==> config.mk <==
export PLATFORM = sky130hd
export DESIGN_NAME = mf2_control
export DESIGN_NICKNAME = d
export VERILOG_FILES = /design/src/source/mf2_pkg.sv /design/src/source/mf2_control.sv
export VERILOG_INCLUDE_DIRS = /design/src /design/src/source
export SDC_FILE = /design/constraint.sdc
export NUM_CORES = 1
export LEC_CHECK = 0
export ABC_AREA = 0
export BUFFER_PORTS_ARGS = -buffer_cell sky130_fd_sc_hd__buf_2
export CAP_MARGIN = 20
export CORE_AREA = 2 2 39 41
export CTS_CLUSTER_DIAMETER = 40
export DETAILED_ROUTE_END_ITERATION = 12
export DIE_AREA = 0 0 41 43
export RECOVER_POWER = 100
export SLEW_MARGIN = 20
export SYNTH_ARGS = -nofsm -noshare
export SYNTH_HDL_FRONTEND = slang
export SYNTH_SLANG_ARGS = --single-unit
==> constraint.sdc <==
create_clock -name clk_sys -period 3.7 [get_ports clk_sys]
set_input_delay 0.185 -clock clk_sys [delete_from_list [all_inputs] [get_ports clk_sys]]
set_output_delay 0.185 -clock clk_sys [all_outputs]
set_load 0.05 [all_outputs]
==> src/source/mf2_consts.svh <==
`ifndef MF2_CONSTS_SVH
`define MF2_CONSTS_SVH

////////////////////////////////
// CPU vectors and paging
////////////////////////////////

`define MF2_NMI_VECTOR   16'h0066   // Fetch here enables the unit
`define MF2_HIDE_VECTOR  16'h0065   // Fetch here hides it
`define MF2_PAGE_PORT    16'hFEE8   // Bit 1 set gives page-out port FEEA

// Top three address bits
`define MF2_ROM_WINDOW   3'b000
`define MF2_RAM_WINDOW   3'b001

// Data seen by the CPU when the unit is not read
`define MF2_READ_IDLE    8'hFF

////////////////////////////////
// Shadowed I/O ports
////////////////////////////////

`define GA_PORT          8'h7F
`define CRTC_SEL_PORT    8'hBC
`define CRTC_VAL_PORT    8'hBD
`define PPI_CTRL_PORT    8'hF7
`define ROM_SEL_PORT     8'hDF

// Fixed cells in the 8 KB RAM
`define CELL_PEN_INDEX   13'h1FCF
`define CELL_BORDER      13'h1FDF
`define CELL_PEN_BASE    13'h1F90   // Plus pen number
`define CELL_MODE        13'h1FEF
`define CELL_BANKING     13'h1FFF
`define CELL_CRTC_SEL    13'h1CFF
`define CELL_CRTC_BASE   13'h1DB0   // Plus CRTC register number
`define CELL_PPI         13'h17FF
`define CELL_ROM_SEL     13'h1AAC

`endif

==> src/source/mf2_pkg.sv <==
`default_nettype none

package mf2_pkg;

	// Z80 side of the bus
	typedef logic [15:0] cpu_addr_t;
	typedef logic [7:0]  cpu_data_t;

	// Offset into the 8 KB shadow RAM
	typedef logic [12:0] mf2_addr_t;

	// Option setting for the unit
	typedef enum logic [1:0] {
		mf2_mode_enabled  = 2'b00,
		mf2_mode_hidden   = 2'b01,   // Present but starts invisible
		mf2_mode_disabled = 2'b10    // Freeze button ignored
	} mf2_mode_t;

endpackage

`default_nettype wire

==> src/source/mf2_control.sv <==
`timescale 1ns/100ps
`default_nettype none

`include "mf2_consts.svh"

module mf2_control
	import mf2_pkg::*;
(
	input  wire       clk_sys,
	input  wire       reset,
	input  mf2_mode_t mode,
	input  cpu_addr_t cpu_addr,
	input  wire       m1,
	input  wire       io_wr,
	input  wire       key_nmi,
	output logic      nmi,
	output logic      mf2_en,
	output logic      rom_en,
	output logic      ram_en
);

	logic m1_q;
	logic io_wr_q;
	logic key_nmi_q;
	logic hidden;   // Paging port has no effect while set

	logic m1_rise;
	logic io_wr_rise;
	logic key_rise;
	logic page_hit;

	assign m1_rise    = m1 & ~m1_q;
	assign io_wr_rise = io_wr & ~io_wr_q;
	assign key_rise   = key_nmi & ~key_nmi_q;

	// FEE8 to FEEB, bit 1 picks in or out
	assign page_hit = ({cpu_addr[15:2], 2'b00} == `MF2_PAGE_PORT);

	//////////////////////////////
	// Freeze and paging state
	//////////////////////////////

	always_ff @(posedge clk_sys) begin
		if (reset) begin
			m1_q      <= 1'b0;
			io_wr_q   <= 1'b0;
			key_nmi_q <= 1'b0;
			nmi       <= 1'b0;
			mf2_en    <= 1'b0;
			hidden    <= (mode != mf2_mode_enabled);
		end else begin
			m1_q      <= m1;
			io_wr_q   <= io_wr;
			key_nmi_q <= key_nmi;

			if (key_rise && !mf2_en && mode != mf2_mode_disabled)
				nmi <= 1'b1;   // Button pressed

			// CPU takes the NMI
			if (m1_rise && nmi && cpu_addr == `MF2_NMI_VECTOR) begin
				mf2_en <= 1'b1;
				hidden <= 1'b0;
				nmi    <= 1'b0;
			end

			if (m1_rise && mf2_en && cpu_addr == `MF2_HIDE_VECTOR)
				hidden <= 1'b1;

			if (io_wr_rise && page_hit)
				mf2_en <= ~cpu_addr[1] & ~hidden;   // Hidden unit can only page out
		end
	end

	// Lowest 16 KB split into ROM and RAM halves
	assign rom_en = mf2_en && (cpu_addr[15:13] == `MF2_ROM_WINDOW);
	assign ram_en = mf2_en && (cpu_addr[15:13] == `MF2_RAM_WINDOW);

endmodule

`default_nettype wire

# Word level (Yosys, flattened, before mapping)
# Index checks and enable logic that the tools add are counted.
# totals
output_inout_bits	4
register_bits	6
elab_cells	40
in_bits	23
# op_classes
bitwise	9
n_eq_ne	5
muxes	5
reduce_logical	15
# ops
operator	n
16-bit by 7-bit == test with 1-bit output (second input constant)	2
14-bit == test (second input constant)	1
1-bit logical AND	9
1-bit 2-to-1 mux	5
1-bit NOT	5
1-bit bitwise AND	4
2-bit nonzero test	2
3-bit by 1-bit == test with 1-bit output (second input constant)	1
3-bit logical NOT	1
3-bit nonzero test	1
2-bit != test (second input constant)	1
2-bit OR reduction	1
1-bit logical NOT	1

# Depth between registers and ports, before layout
# depth
word_depth	7
ltp_mapped	4
ltp_nobuf	4

# Worst setup path after synthesis
# OpenSTA, ideal clock, no wires.
# synth_path
path_kind	reg2out
startpoint	register mf2_en
endpoint	output port rom_en
required_time_ns	3.515
path_buffers	0
stages_incl_launch_ff	2
arrival_time_ns	2.343
slack_ns	1.172
path_cell_list	dfxtp_1 nor4b_1
# synth_via
elab_chain_cells	1
# synth_lines
item	line	rtl
start, declared	mf2_control.sv:17	output logic mf2_en,
start signal, assigned	mf2_control.sv:70	mf2_en <= ~cpu_addr[1] & ~hidden;
1-bit logical AND	mf2_control.sv:75	assign rom_en = mf2_en && (cpu_addr[15:13] == `MF2_ROM_WINDOW);
end, declared	mf2_control.sv:18	output logic rom_en,
# Every way passes these cells.

# Final worst setup path
# Same ends and word-level chain as after synthesis.

==> reports/qor.yml <==
run_status:
  status: "finished, final reports clean"
place:
  place_congestion: 0.643
  placed_area_um2: 509
  pre_cts_ws_ns: 2.42
  port_buffers: 26
  dp_cells: 76
timing:
  fin_worst_skew_ns: 0.00113
  period_needed_ns: 1.60
  setup_tns_ns: 0
  worstMarginPinSlew_ns: 0.598
  final_min_period_over_clock_period: 0.433
  report.final.slew_viol_count: 0
  rsz0062_at_grt: "no"
  fin_ws_ns: 2.10
  setup_viol: 0
  slew_headroom: 0.603
  timing.fmax_ghz: 0.624
  hold_violations: 0
cells_and_area:
  drive_gt1_frac: 0.453
  fin_nets: 88
  final_common_cell: "buf_2"
  finalNonFillerCells: 80
  mostFrequentLayoutCells: "buf_2, clkbuf_1, dfxtp_1"
  n_antenna_cell: 0
  areaGrowthSynthToFinish_pct: 43.6
  final_area_um2: 515
synth:
  syn_avg_cell_area_um2: 10.6
  synth.cell_area_um2: 359
  seq_area_frac_synth: 0.362
  ys_warn_count: 0
  synth_area_leaders: "dfxtp_1, edfxtp_1, nor4b_2, and4bb_2, nor2b_1"
  synth.distinct_cells: 22
  ys_ff_latch: 6
  synth_fp_nets: 57
  syn-instance-count: 34
  synth_top_area_frac: 0.279
  synth_largest_area_cell: "dfxtp_1"
pwr:
  p_total_mw: 0.166
  p_leak_nw: 0.218
  vdd_ir_drop_max_v: 0.000129
  powerDensity_nw_per_um2: 323
grt:
  grt_start_max_net_pins: 8
  grt_pass1_wl_mm: 1.36
  antenna_found_initial: 0
  grt.total_usage: 0.118
  gr-total-overflow: 0
  grt_pass1_vias: 370
hold_path:
  min_path_type: "in -> reg"
setup_path:
  path_class: "reg -> out"
  end_kind: "output port"
  arrival_ns: 1.42
  cp_max_fo: 6
  cp.required_ns: 3.51
  crit_path_start_kind: "register"
routing:
  avgViaCountPerCell: 4.96
  drt_wl_total_um: 919
  firstDrtPassIters: 2
  drt_iter0_drc: 14
  drc: 0
  ant_nets: 0
  vias: 397
  drt-wirelength-per-cell_um: 11.5
clock_network:
  clock-sinks: 6
  post_cts_resized: 0
  cts_tree: "done"
  clk_pin_slew_ns: 0.05
  clk_path_buf_depth: 2
  cts_setup_buffers: 0
  clock_latency_ns: 0.25
  ctsRootBufferMaster: "clkbuf_4"
  htreeDepth: 1
  hold_buffers: 0
  cts_buffers: 3
floorplan:
  die-area_um2: 1760
  die_h_um: 43
  die_w_um: 41
  initial_core_util: 0.259
  fp.coreArea_um2: 1380
  num_rows: 14
  ios: 27
run:
  maxCapViolCount: 0
-- area by class of cell --
cell class,instances,area [um2]
fill,163,868
tap,16,20.0
inverter,1,3.75
timing repair buffer,26,124
sequential,6,130
multi-input combinational,27,211
clock buffer,4,26.3
-- layer usage --
metal,global-route usage,routed length [um],part of all wire
met4,0.100,9,0.0098
met2,0.191,452,0.49
met5,0,0,0
met1,0.116,382,0.42
met3,0.0314,74,0.081
-- report_power, final --
group	total, mW	leakage (nW)	internal (mW)	switching, mW
combinational	0.0274	0.152	0.0138	0.0135
sequential	0.0714	0.0511	0.0702	0.00125
clock	0.0677	0.0150	0.0411	0.0267
-- synth_stat cells --
| master | count |
|---|---|
| a31oi_1 | 1 |
| and4_1 | 2 |
| and4b_1 | 1 |
| and4b_2 | 1 |
| and4bb_2 | 2 |
| dfxtp_1 | 5 |
| edfxtp_1 | 1 |
| inv_1 | 1 |
| nand2_1 | 1 |
| nand2b_1 | 1 |
| nand3b_1 | 1 |
| nand4_1 | 1 |
| nor2_1 | 2 |
| nor2b_1 | 3 |
| nor3_1 | 1 |
| nor4_2 | 1 |
| nor4b_1 | 1 |
| nor4b_2 | 2 |
| o21a_1 | 1 |
| o21ai_0 | 3 |
| o311a_1 | 1 |
| o41ai_2 | 1 |
-- flip-flops by register name, summed over array words and instances, names as in the netlist --
register   cells
hidden         1
io_wr_q        1
key_nmi_q      1
m1_q           1
mf2_en         1
nmi            1
-- path summary, 6_finish.rpt --
| path | start | to | slack [ns] | cells after the start |
|---|---|---|---|---|
| worst max-delay path | mf2_en$_SDFFE_PP0P_ | rom_en | 2.10 | 2 |
| worst min-delay path | io_wr | io_wr_q$_SDFF_PP0_ | 0.17 | 2 |
| worst max register to register | m1_q$_SDFF_PP0_ | hidden$_DFFE_PP_ | 2.36 | 3 |
| worst min register to register | hidden$_DFFE_PP_ | mf2_en$_SDFFE_PP0P_ | 0.55 | 2 |
-- metrics by stage --
stage,utilization,hold WS [ns]
after floorplan,-,0.257
after global placement,0.368,0.413
after detailed placement,0.368,0.423
after CTS,0.387,0.159
after global routing,0.373,0.174
final,0.373,0.167
-- critical path: stages, from the launching register on --
cell,delay (ns)
dfxtp_1,0.42
nor4b_1,0.25
clkbuf_1,0.50
-- logic make-up (layout without fill, tap and decap cells) --
| kind of cell | Yosys count | count (layout) | share of synthesized area |
|---|---|---|---|
| AO/OA/AOI/OAI | 7 | 7 | 0.153 |
| AND/OR/NAND/NOR | 20 | 20 | 0.474 |
| flip-flops | 6 | 6 | 0.362 |
| buffers and inverters | 1 | 31 | 0.0104 |
(Power assumes the default switching activity.)
