File: src/source/mf2_consts.svh
`ifndef MF2_CONSTS_SVH
`define MF2_CONSTS_SVH

////////////////////////////////
// CPU vectors and paging
////////////////////////////////

`define MF2_NMI_VECTOR   16'h0066   // Fetch here enables the unit
`define MF2_HIDE_VECTOR  16'h0065   // Fetch here hides it
`define MF2_PAGE_PORT    16'hFEE8   // Bit 1 set gives page-out port FEEA

// Top three address bits
`define MF2_ROM_WINDOW   3'b000
`define MF2_RAM_WINDOW   3'b001

// Data seen by the CPU when the unit is not read
`define MF2_READ_IDLE    8'hFF

////////////////////////////////
// Shadowed I/O ports
////////////////////////////////

`define GA_PORT          8'h7F
`define CRTC_SEL_PORT    8'hBC
`define CRTC_VAL_PORT    8'hBD
`define PPI_CTRL_PORT    8'hF7
`define ROM_SEL_PORT     8'hDF

// Fixed cells in the 8 KB RAM
`define CELL_PEN_INDEX   13'h1FCF
`define CELL_BORDER      13'h1FDF
`define CELL_PEN_BASE    13'h1F90   // Plus pen number
`define CELL_MODE        13'h1FEF
`define CELL_BANKING     13'h1FFF
`define CELL_CRTC_SEL    13'h1CFF
`define CELL_CRTC_BASE   13'h1DB0   // Plus CRTC register number
`define CELL_PPI         13'h17FF
`define CELL_ROM_SEL     13'h1AAC

`endif

File: src/source/mf2_pkg.sv
`default_nettype none

package mf2_pkg;

	// Z80 side of the bus
	typedef logic [15:0] cpu_addr_t;
	typedef logic [7:0]  cpu_data_t;

	// Offset into the 8 KB shadow RAM
	typedef logic [12:0] mf2_addr_t;

	// Option setting for the unit
	typedef enum logic [1:0] {
		mf2_mode_enabled  = 2'b00,
		mf2_mode_hidden   = 2'b01,   // Present but starts invisible
		mf2_mode_disabled = 2'b10    // Freeze button ignored
	} mf2_mode_t;

endpackage

`default_nettype wire

File: src/source/mf2_capture.sv
`timescale 1ns/100ps
`default_nettype none

`include "mf2_consts.svh"

module mf2_capture
	import mf2_pkg::*;
(
	input  wire       clk_sys,
	input  wire       reset,
	input  cpu_addr_t cpu_addr,
	input  cpu_data_t cpu_dout,
	input  wire       io_wr,
	input  wire       mem_wr,
	input  wire       ram_en,
	output mf2_addr_t ram_addr,
	output cpu_data_t ram_wdata,
	output logic      ram_we
);

	logic      io_wr_q;
	logic      io_wr_rise;
	logic [4:0] pen_index;   // Bit 4 means border
	logic [3:0] crtc_reg;

	mf2_addr_t cell_addr;
	logic      cell_hit;
	logic      pen_sel;
	logic      crtc_sel;
	logic      shadow_wr;
	logic      cpu_wr;

	assign io_wr_rise = io_wr & ~io_wr_q;

	//////////////////////////////
	// Shadow cell decode
	//////////////////////////////

	always_comb begin
		cell_addr = '0;
		cell_hit  = 1'b1;
		case (cpu_addr[15:8])
			`GA_PORT: begin
				// Gate array function in data bits 7:6
				case (cpu_dout[7:6])
					2'b00: cell_addr = `CELL_PEN_INDEX;
					2'b01: cell_addr = pen_index[4] ? `CELL_BORDER
						: `CELL_PEN_BASE + mf2_addr_t'(pen_index[3:0]);
					2'b10: cell_addr = `CELL_MODE;
					default: cell_addr = `CELL_BANKING;
				endcase
			end
			`CRTC_SEL_PORT: cell_addr = `CELL_CRTC_SEL;
			`CRTC_VAL_PORT: cell_addr = `CELL_CRTC_BASE + mf2_addr_t'(crtc_reg);
			`PPI_CTRL_PORT: cell_addr = `CELL_PPI;   // 8255 control
			`ROM_SEL_PORT:  cell_addr = `CELL_ROM_SEL;
			default:        cell_hit  = 1'b0;
		endcase
	end

	assign pen_sel  = (cpu_addr[15:8] == `GA_PORT) && (cpu_dout[7:6] == 2'b00);
	assign crtc_sel = (cpu_addr[15:8] == `CRTC_SEL_PORT);

	// Shadow copy wins over a normal RAM write
	assign shadow_wr = io_wr_rise & cell_hit;
	assign cpu_wr    = mem_wr & ram_en;

	//////////////////////////////
	// Request register
	//////////////////////////////

	always_ff @(posedge clk_sys) begin
		if (reset) begin
			io_wr_q   <= 1'b0;
			pen_index <= '0;
			crtc_reg  <= '0;
			ram_we    <= 1'b0;
		end else begin
			io_wr_q <= io_wr;
			ram_we  <= shadow_wr | cpu_wr;
			if (shadow_wr && pen_sel)
				pen_index <= cpu_dout[4:0];
			if (shadow_wr && crtc_sel)
				crtc_reg <= cpu_dout[3:0];
		end
	end

	always_ff @(posedge clk_sys) begin
		ram_addr  <= shadow_wr ? cell_addr : cpu_addr[12:0];   // Read address otherwise
		ram_wdata <= cpu_dout;
	end

endmodule

`default_nettype wire

File: config.mk
export PLATFORM = sky130hd
export DESIGN_NAME = mf2_capture
export DESIGN_NICKNAME = d
export VERILOG_FILES = /design/src/source/mf2_pkg.sv /design/src/source/mf2_capture.sv
export VERILOG_INCLUDE_DIRS = /design/src /design/src/source
export SDC_FILE = /design/constraint.sdc
export NUM_CORES = 1
export LEC_CHECK = 0
export BUFFER_PORTS_ARGS = -buffer_cell sky130_fd_sc_hd__buf_2
export CAP_MARGIN = 20
export CORE_MARGIN = 5
export CORE_UTILIZATION = 41
export CTS_CLUSTER_SIZE = 12
export DETAILED_ROUTE_END_ITERATION = 8
export GPL_TIMING_DRIVEN = 1
export HOLD_SLACK_MARGIN = 0.12
export PLACE_DENSITY = 0.74
export SLEW_MARGIN = 0
export SYNTH_ARGS = -nofsm -noshare
export SYNTH_HDL_FRONTEND = slang
export SYNTH_SLANG_ARGS = --single-unit
File: constraint.sdc
create_clock -name clk_sys -period 2.36 [get_ports clk_sys]
set_input_delay 0.118 -clock clk_sys [delete_from_list [all_inputs] [get_ports clk_sys]]
set_output_delay 0.118 -clock clk_sys [all_outputs]
set_load 0.02 [all_outputs]
; ---- Word level (Yosys, flattened, before mapping)
; Cells that the tools add are included.
; Widths: inputs -> output; s select.
[totals]
regBits = 32
out_inout_bits = 22
[classes]
reduce_logical = 5
n_bitwise = 5
n_addsub = 2
mux = 5
eq_ne = 7
[ops]
columns = operator, count
row1 = $pmux 13 s5, 1
row2 = $pmux 13 s3, 1
row3 = $eq 8x8->1 const B, 4
row4 = $mux 13, 2
row5 = $add 11x5->12 const A, 1
row6 = $add 8x5->9 const A, 1
row7 = $eq 8x7->1 const B, 1
row8 = $reduce_or 5->1, 1
row9 = $and 1x1->1, 3
row10 = $logic_and 1x1->1, 3
row11 = $eq 2x1->1 const B, 1
row12 = $eq 2x2->1 const B, 1
row13 = $logic_not 2->1, 1
row14 = $mux 1, 1
row15 = $not 1->1, 1
row16 = $or 1x1->1, 1

; ---- Longest topological paths before layout
; Gate-level depths: netlist of run 1.
[logic_depth]
depth_word = 5
ltp_mapped = 6
ltp_nobuf = 5

; ---- Worst setup path before layout of run 1
; No wires, ideal clock.
[synth_path]
path_type = input-to-reg
from = input port cpu_addr[13]
to = register ram_addr[2]
path_buffers = 0
setup_time_ns = 0.121
cell_stages = 5
setup_slack_ns = 0.870
t_arrival_ns = 1.369
required_time_ns = 2.239
path_cell_list = and2b_1 or3b_1 a32oi_1 nand3b_4 mux2_4
[synth_between]
elab_chain_cells = 5
word_cells_on_any_way = 10
cone_classes = eq/ne (5) / mux (3) / bitwise (1) / reduce/logical (1)
[synth_rtl]
columns = item, line
row1 = "start, declared", mf2_capture.sv:11  ; input cpu_addr_t cpu_addr,
row2 = $eq 8x8->1 / $eq 8x7->1 (equally long branches), mf2_capture.sv:42  ; case (cpu_addr[15:8])
row3 = $reduce_or 5->1 (no source line), --
row4 = $mux 1, mf2_capture.sv:42
row5 = $and 1x1->1, mf2_capture.sv:65  ; assign shadow_wr = io_wr_rise & cell_hit;
row6 = $mux 13 (*), mf2_capture.sv:89  ; ram_addr <= shadow_wr ? cell_addr : cpu_addr[12:0];
row7 = "end signal, assigned", mf2_capture.sv:89
row8 = "end, declared", mf2_capture.sv:16  ; output mf2_addr_t ram_addr,
; Every way passes the cells marked *; elsewhere a longest branch is shown, timed or not.
; A chain may end at the register's enable or synchronous reset.

; ---- Final worst setup path of run 1
[layout_path]
from = input port cpu_addr[11]
to = register ram_we
[layout_between]
elab_chain_cells = 5
word_cells_on_any_way = 9
cone_classes = eq/ne (5) / mux (1) / bitwise (2) / reduce/logical (1)
[layout_rtl]
columns = item, line
row1 = $eq 8x8->1 / $eq 8x7->1 (equally long branches), mf2_capture.sv:42
row2 = $reduce_or 5->1 (no source line) (*), --
row3 = $mux 1 (*), mf2_capture.sv:42
row4 = $and 1x1->1 (*), mf2_capture.sv:65
row5 = $or 1x1->1 (*), mf2_capture.sv:80  ; ram_we <= shadow_wr | cpu_wr;
row6 = "end signal, assigned", mf2_capture.sv:80
row7 = "end, declared", mf2_capture.sv:18  ; output logic ram_we
; Marked as above.

==> results.tsv, run 1 <==
stage	metric	value	unit
cts	CTS tree	done	
place	placed inst area	1480	sq um
power_and_ir_drop	sequential power share	54.6	%
yosys	Synth Flop Type	dfxtp_1	
critical_path	kind of critical path	in2reg	
yosys	Post-synth ARST share	0	%
layout	Multi-input gate area	546	sq um
die	row cnt	19	
sta	final setup TNS	0	ns
power_and_ir_drop	share of total power in the clock network	30.5	%
critical_path	Worst EP required	2.58	ns
detailed_routing	routed wire length	3.09	mm
sta	Slew Viols, Final	0	
global_routing	first-pass GRT wire length	5.09	mm
place	dpl cells	191	
detailed_routing	DRT met1 WL	1.24	mm
detailed_routing	Detailed Routing Iterations Pass 1	4	
yosys	Avg Inst Size Synth	10.5	sq um
layout	n_diodes	0	
sta	Slew @ Worst Pin	0.487	ns
detailed_routing	met3 WL post-DR	186	um
power_and_ir_drop	pwr dens	575	nW/um^2
critical_path	critical path launch point type	primary input	
global_routing	initial antenna violation count	0	
cts	latest clock arrival within the worst-skew pair	0.32	ns
cts	CTS sink cnt	32	
place	DP HPWL	2.13	mm
yosys	Yosys warning count	0	
die	Die Ht	64.5	um
layout	biggest regs	ram_addr x13, ram_wdata x8, pen_index x5	
detailed_routing	vias per inst	5.00	
sta	final setup fails	0	
sta	period utilisation layout	88.8	%
layout	FILL cells	241	
power_and_ir_drop	Cell Int Power	785	uW
sta	final hold viol count	0	
layout	Area Growth Syn to Fin	48.0	%
job	Max Cap Viol	0	
yosys	flops & latches, synth	32	
detailed_routing	# DRC	0	
die	Initial Util	43.4	%
yosys	Synth top cells by count	dfxtp_1 (32), nor2_1 (15), mux2i_1 (9)	
sta	Worst slew margin	67.3	%
global_routing	global route overflow	0	
yosys	Post-Syn Area	1220	sq um
power_and_ir_drop	Static Leak	0.000829	uW
layout	Largest Register	ram_addr	
detailed_routing	wire length on met2	1.57	mm
layout	Final Core Density	64.2	%
cts	Longest Clk Path Bufs	2	
yosys	sequential area share after synthesis	52.6	%
die	full die area	4160	sq um
yosys	cell taking the most area after synthesis	dfxtp_1	
layout	max reg flops	13	
critical_path	critical path arrival	2.31	ns
yosys	most frequent cell after synthesis	dfxtp_1	
cts	Worst-path clk slew	0.09	ns
die	I/O pin count	51	
global_routing	vias in the first global route	1180	
power_and_ir_drop	switching share of power	24.3	%
detailed_routing	Routed Antenna Nets	0	
sta	RSZ-0062 raised after global routing	no	
global_routing	Global Route Usage Sum	16.0	%
detailed_routing	per-cell routed wire length	13.7	um
power_and_ir_drop	VDD IR max	0.290	mV
yosys	Unique masters post-synth	28	
detailed_routing	Iteration-0 DRC Markers	18	
power_and_ir_drop	combinational power share	14.9	%
place	GPL Wtd Cong	0.885	
layout	FF/Latch Area	641	sq um
detailed_routing	via count	1126	
yosys	Yosys top cell area share	52.6	%
cts	post-cts sizing count	0	
sta	clock skew	0.00447	ns
power_and_ir_drop	P_sw	252	uW
layout	fin nets	222	
cts	CTS H-tree depth	2	
cts	Num CTS Buffers	5	
sta	Tmin final	2.10	ns
sta	Max Clock Freq	477	MHz
layout	share of cells above drive strength 1	33.0	%
die	Die X	64.5	um
layout	cell area after layout	1800	sq um
yosys	Net Count, Synth	145	
place	Port Buf Inserts	50	
critical_path	crit-path max FO	9	
critical_path	endpoint class of the critical path	register	
yosys	post-synthesis cell count	116	
layout	final cell count without fillers	225	
outcome	outcome	complete, no violations	
cts	Root Driver	clkbuf_4	
global_routing	largest net degree at the start of global routing	12	
detailed_routing	top layer in use	met4	
hold_path	Min-Delay Path Class	in2reg	
yosys	top cells by area, synth	dfxtp_1 (53%), mux2i_1 (7.4%), mux2_4 (7.4%)	
yosys	Post-synth EDFFs	0	
die	core area	2810	sq um
==> layout by cell type, fill, tap and decap left out, drive strengths merged, types with 2 or more instances in the layout <==
| cell type | instances |
|---|---|
| mux2i | 9 |
| and2b | 2 |
| dfxtp | 32 |
| a21oi | 5 |
| nor2 | 15 |
| dlygate4sd3 | 26 |
| o21ai | 4 |
| nand2 | 8 |
| nor2b | 4 |
| o221ai | 2 |
| clkbuf | 8 |
| buf | 50 |
| inv | 2 |
| nand3 | 2 |
| and2 | 2 |
| mux2 | 6 |
| and3 | 2 |
| nand2b | 3 |
| and4 | 2 |
| o211ai | 2 |
==> critical path: stages <==
cell and delay [ns]:
dlygate4sd3_1 0.55, buf_2 0.20, or3b_1 0.36, a32oi_1 0.20, nand3b_4 0.24, a21oi_1 0.08
dlygate4sd3_1 0.55
==> layer usage <==
| metal | track usage [%] | vias to the layer above |
|---|---|---|
| met2 | 27.2 | 43 |
| li1 | - | 558 |
| met4 | 9.23 | 0 |
| met3 | 4.66 | 11 |
| met1 | 17.8 | 514 |
| met5 | 0 | - |
==> cell type report <==
class	instances	share of cell area, %
inverter	2	0.417
timing repair buffer	76	28.3
clock buffer	8	3.26
tap	31	2.15
sequential	32	35.6
multi-input combinational	76	30.3
==> stage by stage <==
| stage | worst slack (ns) | power (uW) | hold WS, ns |
|---|---|---|---|
| after global placement | 0.706 | 696 | 0.223 |
| after detailed placement | 0.667 | 699 | 0.227 |
| final | 0.264 | 1040 | 0.143 |
| after CTS | 0.331 | 1050 | 0.135 |
| after floorplan | 0.870 | 641 | 0.146 |
| after global routing | 0.210 | 1090 | 0.156 |
==> logic make-up (layout without fill, tap and decap cells) <==
| logic type | count (synthesis) | in the layout | share of synthesized area, % |
|---|---|---|---|
| AOI/OAI and AO/OA | 17 | 17 | 9.25 |
| buffers and inverters | 8 | 86 | 2.57 |
| DFF | 32 | 32 | 52.6 |
| muxes | 15 | 15 | 14.8 |
| and+or+nand+nor | 44 | 44 | 20.8 |
==> power groups by stage <==
stage | Clock, uW | Sequential [uW] | Combinational (uW)
after global routing | 357 | 568 | 167
after detailed placement | 0 | 578 | 121
after floorplan | 0 | 605 | 36.2
final | 316 | 565 | 155
after CTS | 327 | 565 | 154
after global placement | 0 | 577 | 118
==> what timing repair did <==
action                    in CTS  in global routing
setup buffers                  0                  0
hold buffers                  26                  0
hold endpoints to repair      31                  0
==> path summary, 6_finish.rpt <==
path	slack [ns]	start	depth (start not counted)	to
max	0.26	cpu_addr[11]	7	ram_we$_SDFF_PP0_
min	0.14	cpu_addr[8]	3	ram_addr[8]$_DFF_P_
max reg2reg	0.72	io_wr_q$_SDFF_PP0_	4	ram_we$_SDFF_PP0_
min reg2reg	0.51	pen_index[1]$_SDFFE_PP0P_	2	pen_index[1]$_SDFFE_PP0P_
(Power assumes the default switching activity.)
==> inputs of run 2 (changes only) <==
--- a/config.mk
+++ b/config.mk
@@ -6,15 +6,16 @@
 export SDC_FILE = /design/constraint.sdc
 export NUM_CORES = 1
 export LEC_CHECK = 0
+export ABC_AREA = 1
 export BUFFER_PORTS_ARGS = -buffer_cell sky130_fd_sc_hd__buf_2
 export CAP_MARGIN = 20
 export CORE_MARGIN = 5
-export CORE_UTILIZATION = 41
+export CORE_UTILIZATION = 50
 export CTS_CLUSTER_SIZE = 12
 export DETAILED_ROUTE_END_ITERATION = 8
 export GPL_TIMING_DRIVEN = 1
 export HOLD_SLACK_MARGIN = 0.12
-export PLACE_DENSITY = 0.74
+export PLACE_DENSITY = 0.86
 export SLEW_MARGIN = 0
 export SYNTH_ARGS = -nofsm -noshare
 export SYNTH_HDL_FRONTEND = slang
==> results.tsv, run 2 <==
stage	metric	value	unit	change
sta	final setup TNS	0	ns	unchanged
yosys	Yosys top cell area share	49.6	%	-3.1 points
power_and_ir_drop	switching share of power	24.4	%	+0.078 points
critical_path	endpoint class of the critical path	register		
layout	max reg flops	13		unchanged
cts	latest clock arrival within the worst-skew pair	0.34	ns	+0.02 ns
critical_path	crit-path max FO	12		+3
hold_path	Min-Delay Path Class	in2reg		
power_and_ir_drop	sequential power share	50.2	%	-4.4 points
layout	Area Growth Syn to Fin	46.1	%	
layout	FILL cells	202		-16%
layout	n_diodes	0		unchanged
detailed_routing	Routed Antenna Nets	0		unchanged
critical_path	cell mode on critical path	nand2_1		
yosys	sequential area share after synthesis	49.6	%	-3.1 points
sta	Worst slew margin	60.2	%	-7.1 points
sta	Max Clock Freq	652	MHz	+37%
place	Port Buf Inserts	50		unchanged
cts	Worst-path clk slew	0.10	ns	about the same
cts	CTS tree	done		
layout	most common cell after layout, fill and taps aside	buf_2		
critical_path	CP peak stage delay	0.54	ns	about the same
sta	RSZ-0062 raised after global routing	no		
critical_path	delay-heaviest family, CP	simple AND/OR/NAND/NOR gates		
yosys	Net Count, Synth	196		+35%
layout	share of cells above drive strength 1	31.7	%	-1.3 points
yosys	Post-synth EDFFs	0		unchanged
die	Die Ht	60.8	um	-5.7%
detailed_routing	vias per inst	4.67		-6.6%
sta	period utilisation layout	65.0	%	-24 points
detailed_routing	via count	1290		+15%
die	full die area	3700	sq um	-11%
detailed_routing	# DRC	0		unchanged
critical_path	CP cell instances	dlygate4sd3_1, buf_2, nand2_1, nor2_1, nand2_1, nand3_1, nand2_2, nand2_2, nand3_1, nand2_1, nor2_1		
layout	biggest regs	ram_addr x13, ram_wdata x8, pen_index x5		
yosys	Post-Syn Area	1290	sq um	+6.2%
critical_path	kind of critical path	in2reg		
yosys	flops & latches, synth	32		unchanged
layout	fin nets	274		+23%
cts	# Post-CTS Setup Buffers	0		unchanged
detailed_routing	Detailed Routing Iterations Pass 1	4		unchanged
yosys	most frequent cell after synthesis	nand2_1		
yosys	Post-synth ARST share	0	%	unchanged
yosys	cell taking the most area after synthesis	dfxtp_1		
die	Die X	60.8	um	-5.7%
critical_path	critical path arrival	1.78	ns	-0.53 ns
power_and_ir_drop	share of total power in the clock network	36.3	%	+5.8 points
power_and_ir_drop	Cell Int Power	852	uW	+8.6%
yosys	Unique masters post-synth	24		-14%
sta	Slew Viols, Final	0		unchanged
power_and_ir_drop	combinational power share	13.4	%	-1.5 points
power_and_ir_drop	P_sw	274	uW	+9.0%
critical_path	WP buf/inv	2		-1
power_and_ir_drop	Power, Total	1130	uW	+8.7%
detailed_routing	routed wire length	3.21	mm	+3.8%
layout	Largest Register	ram_addr		
cts	CTS sink cnt	32		unchanged
global_routing	first-pass GRT wire length	5.10	mm	+0.28%
layout	commonest non-fill, non-tap cells in the layout	buf_2 (50), nand2_1 (43), dfxtp_1 (32)		
critical_path	Worst EP required	2.61	ns	+0.03 ns
global_routing	vias in the first global route	1172		-0.68%
yosys	Synth Flop Type	dfxtp_1		
yosys	Synth top cells by count	nand2_1 (43), dfxtp_1 (32), nor2_1 (20)		
place	DP HPWL	2.20	mm	+3.6%
layout	FF/Latch Area	641	sq um	unchanged
outcome	outcome	complete, no violations		
global_routing	initial antenna violation count	0		unchanged
job	Max Cap Viol	0		unchanged
power_and_ir_drop	VDD IR max	0.673	mV	+130%
die	I/O pin count	51		unchanged
yosys	Avg Inst Size Synth	7.74	sq um	-26%
power_and_ir_drop	Static Leak	0.000992	uW	+20%
power_and_ir_drop	pwr dens	597	nW/um^2	+3.7%
sta	Tmin final	1.53	ns	-0.561 ns
critical_path	critical path launch point type	primary input		
place	GPL Wtd Cong	0.838		-5.3%
sta	final hold viol count	0		unchanged
layout	Multi-input gate area	552	sq um	+1.1%
critical_path	Critical-path top delay cell	dlygate4sd3_1		
sta	Slew @ Worst Pin	0.592	ns	+0.105 ns
global_routing	Global Route Usage Sum	19.2	%	+3.2 points
sta	final setup fails	0		unchanged
global_routing	global route overflow	0		unchanged
die	row cnt	18		-1
sta	clock skew	0.00825	ns	+0.00378 ns
global_routing	largest net degree at the start of global routing	13		+1
cts	Longest Clk Path Bufs	2		unchanged
yosys	post-synthesis cell count	167		+44%
detailed_routing	Iteration-0 DRC Markers	23		+5
yosys	top cells by area, synth	dfxtp_1 (50%), nand2_1 (12%), nor2_1 (5.8%)		
cts	Num CTS Buffers	5		unchanged
cts	Root Driver	clkbuf_4		
cts	CTS H-tree depth	2		unchanged
yosys	Yosys warning count	0		unchanged
die	Initial Util	52.2	%	+8.8 points
die	core area	2480	sq um	-12%
detailed_routing	per-cell routed wire length	11.6	um	-15%
## run 2: cell types whose count changed in the layout (fill, tap and decap cells not counted), moves of 8 or more
cell     delta
nand2_1    +35
inv_1      +14
mux2i_1     -9
nand2_2     +8
nand3_1     +8
## run 2: final timing paths
kind                                                 from                         to  slack, ns  depth (start not counted)
worst max register to register  pen_index[4]$_SDFFE_PP0P_        ram_addr[3]$_DFF_P_       1.09                          4
worst min-delay path                         cpu_addr[13]        ram_addr[8]$_DFF_P_       0.27                          5
worst min register to register  pen_index[4]$_SDFFE_PP0P_  pen_index[4]$_SDFFE_PP0P_       0.45                          2
worst max-delay path                          cpu_addr[8]   crtc_reg[2]$_SDFFE_PP0P_       0.83                         11
## run 2: power groups by stage
| stage | registers [uW] | clock network, uW | logic, uW |
|---|---|---|---|
| global placement | 578 | 0 | 116 |
| CTS | 566 | 422 | 149 |
| floorplan | 606 | 0 | 36.5 |
| global route | 568 | 451 | 165 |
| detailed placement | 578 | 0 | 117 |
| finish | 566 | 409 | 151 |
## run 2: routing by layer
layer / GRT usage (%) / share of wire, %
met5: 0 / 0
met2: 33.1 / 50
met3: 7.23 / 7.7
met1: 21.1 / 41
met4: 8.05 / 1.7
## run 2: metrics by stage
stage | cells | setup slack [ns] | utilization, % | instance area [sq um] | hold slack [ns]
finish | 276 | 0.826 | 76.2 | 1890 | 0.274
global route | 276 | 0.709 | 76.2 | 1890 | 0.330
CTS | 276 | 0.875 | 76.2 | 1890 | 0.262
detailed placement | 243 | 1.02 | 62.9 | 1560 | 0.231
global placement | 243 | 1.05 | 62.9 | 1560 | 0.222
floorplan | 167 | 1.22 | - | 1290 | 0.146
## run 2: layout make-up
cell class,count,share of cell area (%)
clock buffers,5,1.99
clock inverters,3,2.25
inverters,20,4.11
multi-input cells,111,29.2
flip-flops and latches,32,33.9
well taps,30,1.99
repair buffers,75,26.5
## run 2: tightest hold or removal path, cell delays in order
cell and delay [ns]:
buf_2 0.10, nor2_1 0.04, nand3b_1 0.11, nand2_2 0.07
a21boi_0 0.13
## run 2: kinds of logic after synthesis
| group | share of synthesized area, % |
|---|---|
| AOI/OAI and AO/OA | 7.26 |
| buffers and inverters | 7.74 |
| DFF | 49.6 |
| and+or+nand+nor | 35.4 |
## run 2: repair_timing
item	in CTS	in global routing
resized for setup	0	0
hold buffers	25	0
hold endpoints to repair	30	0
